<file path="src/hdl/cache_pkg.sv">
// Shared widths and message formats for the L1 data cache
// Word accesses only; the two low address bits are ignored

package cache_pkg;

  localparam int ADDR_W         = 32;
  localparam int WORD_W         = 32;
  localparam int WORDS_PER_LINE = 4;
  localparam int OFFSET_W       = 2;

  typedef logic [ADDR_W-1:0] addr_t;
  typedef logic [WORD_W-1:0] word_t;

  typedef enum logic {
    CACHE_READ  = 1'b0,
    CACHE_WRITE = 1'b1
  } cache_op_e;

  typedef enum logic {
    MEM_READ_LINE  = 1'b0,
    MEM_WRITE_WORD = 1'b1
  } mem_op_e;

  // ------------------------------------------------------------
  // Processor side messages
  typedef struct packed {
    cache_op_e op;
    addr_t     addr;
    word_t     data;
  } cache_req_t;

  typedef struct packed {
    cache_op_e op;
    word_t     data;
  } cache_resp_t;

  // ------------------------------------------------------------
  // Memory side messages
  typedef struct packed {
    mem_op_e op;
    addr_t   addr;
    word_t   data;
  } mem_req_t;

  // One refill word, or the writeback acknowledge
  typedef struct packed {
    word_t data;
  } mem_resp_t;

  typedef enum logic [3:0] {
    IDLE, TAG_CHECK, READ_ACCESS, WRITE_ACCESS, EVICT_SEND,
    EVICT_ACK, REFILL_REQ, REFILL_RECV, RESP
  } ctrl_state_e;

endpackage
</file>
<file path="src/hdl/cache_top.sv">
// Blocking two-way write-back L1 data cache, one request in flight
// NUM_SETS must be a power of two, at least 2

module cache_top #(
  parameter int NUM_SETS = 8
) (
  input  logic                   clk,
  input  logic                   reset,
  input  logic                   req_val,
  output logic                   req_rdy,
  input  cache_pkg::cache_req_t  req,
  output logic                   resp_val,
  input  logic                   resp_rdy,
  output cache_pkg::cache_resp_t resp,
  output logic                   mem_req_val,
  input  logic                   mem_req_rdy,
  output cache_pkg::mem_req_t    mem_req,
  input  logic                   mem_resp_val,
  output logic                   mem_resp_rdy,
  input  cache_pkg::mem_resp_t   mem_resp
);

  localparam int IDX_W = $clog2(NUM_SETS);
  localparam int TAG_W = cache_pkg::ADDR_W - IDX_W - cache_pkg::OFFSET_W - 2;

  cache_pkg::cache_op_e        resp_op;
  cache_pkg::mem_op_e          mem_req_op;
  cache_pkg::addr_t            mem_req_addr;
  cache_pkg::addr_t            req_addr;
  cache_pkg::word_t            req_data;
  cache_pkg::word_t            rd_word;
  cache_pkg::word_t            read_data;
  logic                        way_sel;
  logic                        tag_wen, valid_wen, dirty_wen, dirty_in, lru_wen;
  logic                        data_wen, data_from_mem, read_reg_en;
  logic [cache_pkg::OFFSET_W-1:0] word_offset;
  logic [cache_pkg::OFFSET_W-1:0] beat;
  logic                        last_beat, beat_clear, beat_step;
  logic                        hit0, hit1, dirty0, dirty1, lru_way;
  logic [TAG_W-1:0]            victim_tag;

  // Writeback beats carry the word read straight from the data array
  assign mem_req = '{op: mem_req_op, addr: mem_req_addr, data: rd_word};
  assign resp    = '{op: resp_op, data: read_data};

  cache_ctrl_fsm #(.NUM_SETS(NUM_SETS)) ctrl0 (
    .clk, .reset,
    .req_val, .req_rdy, .req,
    .resp_val, .resp_rdy, .resp_op,
    .mem_req_val, .mem_req_rdy, .mem_req_op, .mem_req_addr,
    .mem_resp_val, .mem_resp_rdy,
    .req_addr, .req_data, .way_sel,
    .tag_wen, .valid_wen, .dirty_wen, .dirty_in, .lru_wen,
    .data_wen, .data_from_mem, .read_reg_en, .word_offset,
    .hit0, .hit1, .dirty0, .dirty1, .lru_way, .victim_tag,
    .beat_clear, .beat_step, .beat, .last_beat
  );

  line_beat_counter beats0 (
    .clk, .reset,
    .clear (beat_clear),
    .step  (beat_step),
    .beat  (beat),
    .last  (last_beat)
  );

  tag_state_array #(.NUM_SETS(NUM_SETS)) tags0 (
    .clk, .reset,
    .addr (req_addr),
    .way_sel,
    .tag_wen, .valid_wen, .dirty_wen, .dirty_in, .lru_wen,
    .hit0, .hit1, .dirty0, .dirty1, .lru_way, .victim_tag
  );

  data_array #(.NUM_SETS(NUM_SETS)) data0 (
    .clk,
    .addr        (req_addr),
    .way_sel,
    .word_offset,
    .wen         (data_wen),
    .from_mem    (data_from_mem),
    .cpu_data    (req_data),
    .mem_data    (mem_resp.data),
    .read_reg_en,
    .rd_word,
    .read_data
  );

endmodule

</file>
<file path="src/hdl/cache_ctrl_fsm.sv">
// Cache controller: hit path, dirty writeback and refill
// Memory must return refill beats in offset order 0 to 3

module cache_ctrl_fsm #(
  parameter int NUM_SETS = 8
) (
  input  logic                 clk,
  input  logic                 reset,
  input  logic                 req_val,
  output logic                 req_rdy,
  input  cache_pkg::cache_req_t req,
  output logic                 resp_val,
  input  logic                 resp_rdy,
  output cache_pkg::cache_op_e resp_op,
  output logic                 mem_req_val,
  input  logic                 mem_req_rdy,
  output cache_pkg::mem_op_e   mem_req_op,
  output cache_pkg::addr_t     mem_req_addr,
  input  logic                 mem_resp_val,
  output logic                 mem_resp_rdy,
  output cache_pkg::addr_t     req_addr,
  output cache_pkg::word_t     req_data,
  output logic                 way_sel,
  output logic                 tag_wen,
  output logic                 valid_wen,
  output logic                 dirty_wen,
  output logic                 dirty_in,
  output logic                 lru_wen,
  output logic                 data_wen,
  output logic                 data_from_mem,
  output logic                 read_reg_en,
  output logic [cache_pkg::OFFSET_W-1:0] word_offset,
  input  logic                 hit0,
  input  logic                 hit1,
  input  logic                 dirty0,
  input  logic                 dirty1,
  input  logic                 lru_way,
  input  logic [cache_pkg::ADDR_W-$clog2(NUM_SETS)-cache_pkg::OFFSET_W-3:0] victim_tag,
  output logic                 beat_clear,
  output logic                 beat_step,
  input  logic [cache_pkg::OFFSET_W-1:0] beat,
  input  logic                 last_beat
);

  localparam int IDX_W  = $clog2(NUM_SETS);
  localparam int LINE_W = cache_pkg::OFFSET_W + 2;

  cache_pkg::ctrl_state_e state_q, state_d;
  cache_pkg::cache_req_t  req_q;
  logic                   way_q;

  logic hit;
  logic victim_dirty;
  logic [IDX_W-1:0] req_idx;
  cache_pkg::ctrl_state_e access_state;

  assign hit          = hit0 || hit1;
  assign victim_dirty = lru_way ? dirty1 : dirty0;
  assign req_idx      = req_q.addr[LINE_W +: IDX_W];
  assign access_state = (req_q.op == cache_pkg::CACHE_WRITE) ? cache_pkg::WRITE_ACCESS
                                                             : cache_pkg::READ_ACCESS;

  assign req_addr = req_q.addr;
  assign req_data = req_q.data;
  assign resp_op  = req_q.op;
  assign way_sel  = way_q;

  // ------------------------------------------------------------
  // State, request latch and way record
  always_ff @(posedge clk) begin
    if (reset) begin
      state_q <= cache_pkg::IDLE;
      way_q   <= 1'b0;
    end else begin
      state_q <= state_d;
      // Hit way if any, else the LRU way becomes the victim
      if (state_q == cache_pkg::TAG_CHECK)
        way_q <= hit ? hit1 : lru_way;
    end
  end

  always_ff @(posedge clk) begin
    if (req_val && req_rdy)
      req_q <= req;
  end

  // ------------------------------------------------------------
  // Next state
  always_comb begin
    state_d = state_q;
    case (state_q)
      cache_pkg::IDLE:
        if (req_val) state_d = cache_pkg::TAG_CHECK;
      cache_pkg::TAG_CHECK:
        if (hit)               state_d = access_state;
        else if (victim_dirty) state_d = cache_pkg::EVICT_SEND;
        else                   state_d = cache_pkg::REFILL_REQ;
      cache_pkg::READ_ACCESS,
      cache_pkg::WRITE_ACCESS:
        state_d = cache_pkg::RESP;
      cache_pkg::EVICT_SEND:
        if (mem_req_rdy && last_beat) state_d = cache_pkg::EVICT_ACK;
      cache_pkg::EVICT_ACK:
        if (mem_resp_val) state_d = cache_pkg::REFILL_REQ;
      cache_pkg::REFILL_REQ:
        if (mem_req_rdy) state_d = cache_pkg::REFILL_RECV;
      cache_pkg::REFILL_RECV:
        if (mem_resp_val && last_beat) state_d = access_state;
      cache_pkg::RESP:
        if (resp_rdy) state_d = cache_pkg::IDLE;
      default:
        state_d = cache_pkg::IDLE;
    endcase
  end

  // ------------------------------------------------------------
  // Control outputs
  always_comb begin
    req_rdy       = (state_q == cache_pkg::IDLE);
    resp_val      = (state_q == cache_pkg::RESP);
    mem_req_val   = (state_q == cache_pkg::EVICT_SEND) || (state_q == cache_pkg::REFILL_REQ);
    mem_resp_rdy  = (state_q == cache_pkg::EVICT_ACK) || (state_q == cache_pkg::REFILL_RECV);
    tag_wen       = 1'b0;
    valid_wen     = 1'b0;
    dirty_wen     = 1'b0;
    dirty_in      = 1'b0;
    lru_wen       = 1'b0;
    data_wen      = 1'b0;
    data_from_mem = 1'b0;
    read_reg_en   = 1'b0;
    beat_clear    = (state_q == cache_pkg::TAG_CHECK);
    beat_step     = 1'b0;
    word_offset   = req_q.addr[2 +: cache_pkg::OFFSET_W];
    case (state_q)
      cache_pkg::READ_ACCESS: begin
        read_reg_en = 1'b1;
        lru_wen     = 1'b1;
      end
      cache_pkg::WRITE_ACCESS: begin
        data_wen  = 1'b1;
        dirty_wen = 1'b1;
        dirty_in  = 1'b1;
        lru_wen   = 1'b1;
      end
      cache_pkg::EVICT_SEND: begin
        word_offset = beat;
        beat_step   = mem_req_rdy;
      end
      cache_pkg::REFILL_RECV: begin
        word_offset   = beat;
        data_from_mem = 1'b1;
        data_wen      = mem_resp_val;
        beat_step     = mem_resp_val;
        // Line becomes valid and clean with the last beat
        tag_wen       = mem_resp_val && last_beat;
        valid_wen     = mem_resp_val && last_beat;
        dirty_wen     = mem_resp_val && last_beat;
      end
      default: ;
    endcase
  end

  // Writeback walks the victim line, refill asks for the request's line base
  always_comb begin
    if (state_q == cache_pkg::EVICT_SEND) begin
      mem_req_op   = cache_pkg::MEM_WRITE_WORD;
      mem_req_addr = {victim_tag, req_idx, beat, 2'b00};
    end else begin
      mem_req_op   = cache_pkg::MEM_READ_LINE;
      mem_req_addr = {req_q.addr[cache_pkg::ADDR_W-1:LINE_W], {LINE_W{1'b0}}};
    end
  end

endmodule

</file>
<file path="src/hdl/data_array.sv">
// Word storage for both ways; read data is registered for the response

module data_array #(
  parameter int NUM_SETS = 8
) (
  input  logic                           clk,
  input  cache_pkg::addr_t               addr,
  input  logic                           way_sel,
  input  logic [cache_pkg::OFFSET_W-1:0] word_offset,
  input  logic                           wen,
  input  logic                           from_mem,
  input  cache_pkg::word_t               cpu_data,
  input  cache_pkg::word_t               mem_data,
  input  logic                           read_reg_en,
  output cache_pkg::word_t               rd_word,
  output cache_pkg::word_t               read_data
);

  localparam int IDX_W  = $clog2(NUM_SETS);
  localparam int LINE_W = cache_pkg::OFFSET_W + 2;

  cache_pkg::word_t words [2][NUM_SETS][cache_pkg::WORDS_PER_LINE];

  logic [IDX_W-1:0] idx;

  assign idx     = addr[LINE_W +: IDX_W];
  // Combinational read, used for writeback beats
  assign rd_word = words[way_sel][idx][word_offset];

  always_ff @(posedge clk) begin
    if (wen)
      words[way_sel][idx][word_offset] <= from_mem ? mem_data : cpu_data;
  end

  always_ff @(posedge clk) begin
    if (read_reg_en)
      read_data <= rd_word;
  end

endmodule

</file>
<file path="src/hdl/tag_state_array.sv">
// Tags, valid, dirty and LRU state for a two-way cache
// Valid bits are only ever set; nothing invalidates a line

module tag_state_array #(
  parameter int NUM_SETS = 8
) (
  input  logic             clk,
  input  logic             reset,
  input  cache_pkg::addr_t addr,
  input  logic             way_sel,
  input  logic             tag_wen,
  input  logic             valid_wen,
  input  logic             dirty_wen,
  input  logic             dirty_in,
  input  logic             lru_wen,
  output logic             hit0,
  output logic             hit1,
  output logic             dirty0,
  output logic             dirty1,
  output logic             lru_way,
  output logic [cache_pkg::ADDR_W-$clog2(NUM_SETS)-cache_pkg::OFFSET_W-3:0] victim_tag
);

  localparam int IDX_W  = $clog2(NUM_SETS);
  localparam int LINE_W = cache_pkg::OFFSET_W + 2;
  localparam int TAG_W  = cache_pkg::ADDR_W - IDX_W - LINE_W;

  logic [TAG_W-1:0]          tag_mem [2][NUM_SETS];
  logic [1:0][NUM_SETS-1:0]  valid_q;
  logic [1:0][NUM_SETS-1:0]  dirty_q;
  logic [NUM_SETS-1:0]       lru_q;

  logic [IDX_W-1:0] idx;
  logic [TAG_W-1:0] addr_tag;

  assign idx      = addr[LINE_W +: IDX_W];
  assign addr_tag = addr[cache_pkg::ADDR_W-1 -: TAG_W];

  // ------------------------------------------------------------
  // Lookup
  assign hit0       = valid_q[0][idx] && (tag_mem[0][idx] == addr_tag);
  assign hit1       = valid_q[1][idx] && (tag_mem[1][idx] == addr_tag);
  assign dirty0     = dirty_q[0][idx];
  assign dirty1     = dirty_q[1][idx];
  assign lru_way    = lru_q[idx];
  assign victim_tag = tag_mem[way_sel][idx];

  // ------------------------------------------------------------
  // Update
  always_ff @(posedge clk) begin
    if (tag_wen)
      tag_mem[way_sel][idx] <= addr_tag;
  end

  always_ff @(posedge clk) begin
    if (reset) begin
      valid_q <= '0;
      dirty_q <= '0;
      lru_q   <= '0;
    end else begin
      if (valid_wen)
        valid_q[way_sel][idx] <= 1'b1;
      if (dirty_wen)
        dirty_q[way_sel][idx] <= dirty_in;
      // The way just used is most recent, so the other one is LRU
      if (lru_wen)
        lru_q[idx] <= ~way_sel;
    end
  end

endmodule

</file>
<file path="src/hdl/line_beat_counter.sv">
// Word beat counter for one cache line, wraps after the last beat

module line_beat_counter (
  input  logic                           clk,
  input  logic                           reset,
  input  logic                           clear,
  input  logic                           step,
  output logic [cache_pkg::OFFSET_W-1:0] beat,
  output logic                           last
);

  localparam logic [cache_pkg::OFFSET_W-1:0] LAST_BEAT =
    cache_pkg::OFFSET_W'(cache_pkg::WORDS_PER_LINE - 1);

  assign last = (beat == LAST_BEAT);

  // Clear wins over step
  always_ff @(posedge clk) begin
    if (reset || clear) begin
      beat <= '0;
    end else if (step) begin
      if (last)
        beat <= '0;
      else
        beat <= beat + 1'b1;
    end
  end

endmodule

</file>
<file path="config.mk">
export PLATFORM = sky130hd
export DESIGN_NAME = cache_top
export DESIGN_NICKNAME = d
export VERILOG_FILES = /design/src/hdl/cache_pkg.sv /design/src/hdl/cache_top.sv /design/src/hdl/cache_ctrl_fsm.sv /design/src/hdl/data_array.sv /design/src/hdl/tag_state_array.sv /design/src/hdl/line_beat_counter.sv
export SDC_FILE = /design/constraint.sdc
export NUM_CORES = 2
export LEC_CHECK = 0
export BUFFER_PORTS_ARGS = -buffer_cell sky130_fd_sc_hd__buf_2
export CAP_MARGIN = 40
export CORE_AREA = 2 2 458 460
export CTS_BUF_LIST = sky130_fd_sc_hd__clkbuf_8
export DETAILED_ROUTE_END_ITERATION = 10
export DIE_AREA = 0 0 460 462
export GPL_TIMING_DRIVEN = 0
export PLACE_DENSITY = 0.66
export SYNTH_ARGS = -nofsm -noshare
export SYNTH_HDL_FRONTEND = slang
export SYNTH_HIERARCHICAL = 1
export SYNTH_SLANG_ARGS = --single-unit
</file>
<file path="constraint.sdc">
create_clock -name clk -period 9.05 [get_ports clk]
set_input_delay 1.81 -clock clk [delete_from_list [all_inputs] [get_ports clk]]
set_output_delay 1.81 -clock clk [all_outputs]
set_load 0.1 [all_outputs]
</file>
# Yosys cells after proc, flatten, opt, wreduce, memory -nomap -nowiden
# Memories as Yosys holds them, arrays and structs flattened. A register that Yosys moved wholly into a read port is not among the register bits.
# Index checks and enable logic that the tools add are counted.
# word_totals
mem_bits_rw	2448
regBits	144
memories	2
in_bits	103
out_inout_bits	102
# op_classes
reduce_logical	17
eq_ne	17
muxes	70
bitwise_logic	4
n_addsub	1
order_cmp	8
# memory_table
name	words	word_bits	read_ports	rd_ports_with_merged_regs	write_ports	line_no	rtl
data0.words	2	1024	1	1	1	data_array.sv:22	cache_pkg::word_t words [2][NUM_SETS][cache_pkg::WORDS_PER_LINE];
tags0.tag_mem	2	200	3	1	1	tag_state_array.sv:28	logic [TAG_W-1:0] tag_mem [2][NUM_SETS];
# op_table
operator	n
$mux W1024	1
$bmux W128 S3	1
$demux W128 S3	1
$mux W128	3
$bmux W25 S3	3
$mux W200	1
$mux W25	7
$mux W32	5
$demux W25 S3	1
$bmux W32 S2	1
$demux W32 S2	1
$eq A25 B25 Y1	2
$pmux W4 S8	1
$mux W4	7
$mux W1	21
$bwmux W16	1
$eq A4 B3 Y1 const B	4
$or A16 B16 Y16	1
$bmux W1 S3	5
$logic_and A1 B1 Y1	9
$bwmux W8	1
$demux W8 S1	1
$eq A4 B2 Y1 const B	2
$mux W8	1
other kinds (24)	36

# Logic depth before layout (Yosys ltp)
# depth
ltp_word	11
mapped_depth	14
depth_no_buf	10

# Hierarchy
# Netlist, hierarchy kept.
# modules_own_cells
module	n_inst	cells_per_inst	seq_area_each_um2	area_per_inst_um2
data_array	1	4103	62459.9	80029.3
tag_state_array	1	1238	12812.3	20480.9
cache_ctrl_fsm	1	165	2052.0	2797.7
line_beat_counter	1	8	40.0	95.1
cache_top	1	2	0.0	15.0

# Worst setup path after synthesis
# Ideal clock, no wire load.
# synth_timing
path_kind	register -> output
start	register ctrl0.req_q, in the netlist ctrl0/req_addr[6]
end	output port mem_req[27] in the netlist's numbering
t_arrival_ps	5353
required_ps	7240
stages_incl_launch_ff	10
path_slack_ps	1887
cell_sequence	edfxtp_1 buf_4 buf_2 or3b_1 buf_2 clkbuf_1 buf_1 o22ai_1 nor4_1 nor4_1
# synth_rtl
item	line_no	rtl
start: declaration	cache_ctrl_fsm.sv:49	cache_pkg::cache_req_t req_q;
start signal: assignment	cache_ctrl_fsm.sv:84	req_q <= req;
end: declaration	cache_top.sv:17	output cache_pkg::mem_req_t mem_req,

==> run_summary.xml <==
<?xml version="1.0" encoding="UTF-8"?>
<metrics>
  <group name="drt">
    <metric name="postRouteWirelength" unit="mm">355</metric>
    <metric name="first_iteration_detailed_routing_drc_count" unit="">10200</metric>
    <metric name="avgViaCountPerCell" unit="">6.64</metric>
    <metric name="drtAntennaViolNets" unit="">0</metric>
    <metric name="drtPass1Iterations" unit="">8</metric>
    <metric name="route.detailed.drc" unit="">0</metric>
    <metric name="wl_per_cell" unit="um">37.7</metric>
    <metric name="via_count" unit="">62700</metric>
  </group>
  <group name="grt">
    <metric name="grt_antenna_before_repair" unit="">17</metric>
    <metric name="grt_usage" unit="">0.331</metric>
    <metric name="grt_overflow_total" unit="">0</metric>
    <metric name="grt_first_pass_wirelength" unit="mm">479</metric>
    <metric name="via_count_of_the_first_global_routing_pass" unit="">60000</metric>
    <metric name="pin_count_of_the_biggest_net_entering_global_routing" unit="">56</metric>
  </group>
  <group name="final_layout">
    <metric name="area.growth.synth_to_final" unit="%">16.8</metric>
    <metric name="n_fill_cell" unit="">15400</metric>
    <metric name="num-nets-final" unit="">6514</metric>
    <metric name="layout-drive-gt1-share" unit="">0.240</metric>
  </group>
  <group name="timing">
    <metric name="timing.final.ws_setup" unit="ns">0.758</metric>
    <metric name="finalMaxSlewViolations" unit="">0</metric>
    <metric name="final_critical_path_required_period" unit="ns">8.29</metric>
    <metric name="worstMarginPinSlew" unit="ns">1.02</metric>
    <metric name="final_hold_viol_count" unit="">0</metric>
    <metric name="slew_headroom" unit="">0.320</metric>
    <metric name="period_share" unit="">0.916</metric>
    <metric name="timing.fmax" unit="MHz">121</metric>
    <metric name="setup-tns-final" unit="ns">0</metric>
    <metric name="finalSetupViolCount" unit="">0</metric>
    <metric name="skew" unit="ns">0.130</metric>
    <metric name="grt_setup_unrepaired" unit="">false</metric>
  </group>
  <group name="logic_synthesis">
    <metric name="ys_warn_count" unit="">6</metric>
    <metric name="post_synth_instance_area" unit="mm^2">0.103</metric>
    <metric name="syn_avg_cell_area" unit="um^2">18.7</metric>
    <metric name="synthCells" unit="">5514</metric>
  </group>
  <group name="power_and_ir_drop">
    <metric name="powerDensity" unit="mW/mm^2">288</metric>
    <metric name="worst_ir_drop_vdd" unit="mV">0.517</metric>
    <metric name="p_leak" unit="nW">38.6</metric>
  </group>
  <group name="clocking">
    <metric name="hold_buffers" unit="">0</metric>
    <metric name="cts-root-to-sink-buffers" unit="">4</metric>
    <metric name="cts_made_buffers" unit="">428</metric>
    <metric name="path_clk_slew" unit="ns">0.06</metric>
    <metric name="tritoncts_num_sinks" unit="">2590</metric>
    <metric name="cts_root_buffer" unit="">sky130_fd_sc_hd__clkbuf_8</metric>
    <metric name="clock_latency" unit="ns">1.14</metric>
    <metric name="tritoncts" unit="">yes</metric>
    <metric name="cts.htree.levels" unit="">5</metric>
    <metric name="cts_post_setup_buffers_inserted" unit="">0</metric>
    <metric name="cts-resized-gates" unit="">0</metric>
  </group>
  <group name="floorplan">
    <metric name="num_io_pins" unit="">205</metric>
    <metric name="area_of_the_die" unit="mm^2">0.213</metric>
    <metric name="initial_utilization" unit="">0.497</metric>
    <metric name="fp-row-count" unit="">168</metric>
    <metric name="dieWidth" unit="um">460</metric>
    <metric name="die_y" unit="um">462</metric>
    <metric name="design.core.area" unit="mm^2">0.208</metric>
  </group>
  <group name="place">
    <metric name="gp_congestion" unit="">0.950</metric>
    <metric name="dp_worst_setup_slack" unit="ns">2.14</metric>
    <metric name="portBuffers" unit="">200</metric>
    <metric name="dp_hpwl" unit="mm">247</metric>
  </group>
  <group name="worst_setup_path">
    <metric name="crit_path_start_kind" unit="">flip-flop</metric>
    <metric name="highest_net_fanout_along_the_worst_path" unit="">10</metric>
    <metric name="cp_data_arrival_time" unit="ns">6.48</metric>
    <metric name="required" unit="ns">7.24</metric>
    <metric name="timing.setup.critical_path_class" unit="">flip-flop to primary output</metric>
    <metric name="timing.critical_path.to_type" unit="">primary output</metric>
  </group>
  <group name="min_path">
    <metric name="hold_path_class" unit="">flip-flop to flip-flop</metric>
  </group>
  <group name="run">
    <metric name="maxCapViolations" unit="">0</metric>
  </group>
  <group name="run_status">
    <metric name="outcome" unit="">completed</metric>
  </group>
</metrics>
state kept, by name (all words and copies together), names as in the netlist:
register         flops
data0/read_data     32
ctrl0/req_data      32
tags0/tag_mem      400
tags0/lru_q          8
ctrl0/way_sel        1
tags0/dirty_q       16
tags0/valid_q       16
ctrl0/req_addr      30
data0/words       2048
ctrl0/state_q        4
beats0/beat          2
ctrl0/resp_op        1
worst paths after layout:
path	start	endpoint	slack [ns]	cells past startpoint
worst max register to register	ctrl0/state_q[2]	data0/words[1][785]	2.94	9
worst min register to register	tags0/valid_q[14]	tags0/valid_q[14]	0.47	2
worst min-delay path	tags0/valid_q[14]	tags0/valid_q[14]	0.47	2
worst max-delay path	ctrl0/state_q[2]	mem_req[25]	0.76	11
critical path: stages (launching register included):
cell	delay [ns]
sky130_fd_sc_hd__dfxtp_1	0.47
sky130_fd_sc_hd__nor4b_2	0.49
sky130_fd_sc_hd__or2_1	0.21
sky130_fd_sc_hd__mux2_1	0.81
sky130_fd_sc_hd__buf_2	0.54
sky130_fd_sc_hd__clkinv_1	0.49
sky130_fd_sc_hd__clkbuf_1	0.45
sky130_fd_sc_hd__buf_8	0.28
sky130_fd_sc_hd__nor3_1	0.70
sky130_fd_sc_hd__o22ai_1	0.20
sky130_fd_sc_hd__a211o_1	0.45
sky130_fd_sc_hd__buf_2	0.34
layer usage:
metal / wire (um) / track usage / vias up
met4: 27100 / 0.216 / 12
met3: 45200 / 0.0940 / 1233
met1: 122000 / 0.412 / 31900
met2: 161000 / 0.508 / 5044
met5: 72 / 0 / -
li1: - / - / 24500
power breakdown:
part	total, mW	internal, mW	switching (mW)
registers	14.4	14.1	0.209
logic	11.1	3.14	8.00
clock network	9.23	4.66	4.57
per-stage QoR:
stage / power [mW] / instances / hold slack, ns / area [um^2] / util
finish: 34.7 / 9440 / 0.473 / 121000 / 0.580
CTS: 34.5 / 9428 / 0.475 / 121000 / 0.580
global route: 35.4 / 9435 / 0.495 / 121000 / 0.580
detailed placement: 25.4 / 8698 / 0.462 / 113000 / 0.544
floorplan: 21.1 / 5515 / 0.431 / 103000 / -
global placement: 24.8 / 8435 / 0.447 / 108000 / 0.518
area by class of cell:
cell class              instances  area, um^2  area share
flip-flops and latches       2590       77300       0.640
multi-input cells            2564       24700       0.205
clock buffers                 433        5960      0.0494
repair buffers                465        5910      0.0489
well taps                    2720        3400      0.0282
plain buffers                 345        1910      0.0158
clock inverters               297        1450      0.0120
inverters                      16        60.1    0.000497
diodes                         10        25.0    0.000207
cell usage in the layout, fill, tap and decap left out, types with 14 or more instances in the layout:
cell                       instances
sky130_fd_sc_hd__dfxtp_1          47
sky130_fd_sc_hd__nor3_1           56
sky130_fd_sc_hd__buf_2           297
sky130_fd_sc_hd__nor2b_1          19
sky130_fd_sc_hd__xnor2_1          22
sky130_fd_sc_hd__mux4_2          274
sky130_fd_sc_hd__clkinv_1        116
sky130_fd_sc_hd__buf_16           65
sky130_fd_sc_hd__a22oi_1          38
sky130_fd_sc_hd__o21ai_0         110
sky130_fd_sc_hd__mux2_1           39
sky130_fd_sc_hd__mux2_2           89
sky130_fd_sc_hd__o221ai_1         16
sky130_fd_sc_hd__o22ai_1         321
sky130_fd_sc_hd__a211oi_1         26
sky130_fd_sc_hd__buf_4           102
sky130_fd_sc_hd__a21oi_1          95
sky130_fd_sc_hd__clkbuf_1        112
sky130_fd_sc_hd__nand2_1          78
sky130_fd_sc_hd__nor2_1           81
sky130_fd_sc_hd__edfxtp_1       2543
sky130_fd_sc_hd__nor4_1           46
sky130_fd_sc_hd__nand2b_1         14
sky130_fd_sc_hd__o22a_1           21
sky130_fd_sc_hd__buf_12           96
sky130_fd_sc_hd__clkinv_2         38
sky130_fd_sc_hd__mux2i_1         869
sky130_fd_sc_hd__nand3_1          38
sky130_fd_sc_hd__o211ai_1         15
sky130_fd_sc_hd__buf_6            53
sky130_fd_sc_hd__xor2_1           14
sky130_fd_sc_hd__inv_1           140
sky130_fd_sc_hd__buf_8            44
sky130_fd_sc_hd__buf_1            35
sky130_fd_sc_hd__clkbuf_8        433
sky130_fd_sc_hd__nor2_4           81
Power figures use the tool's default switching activity.
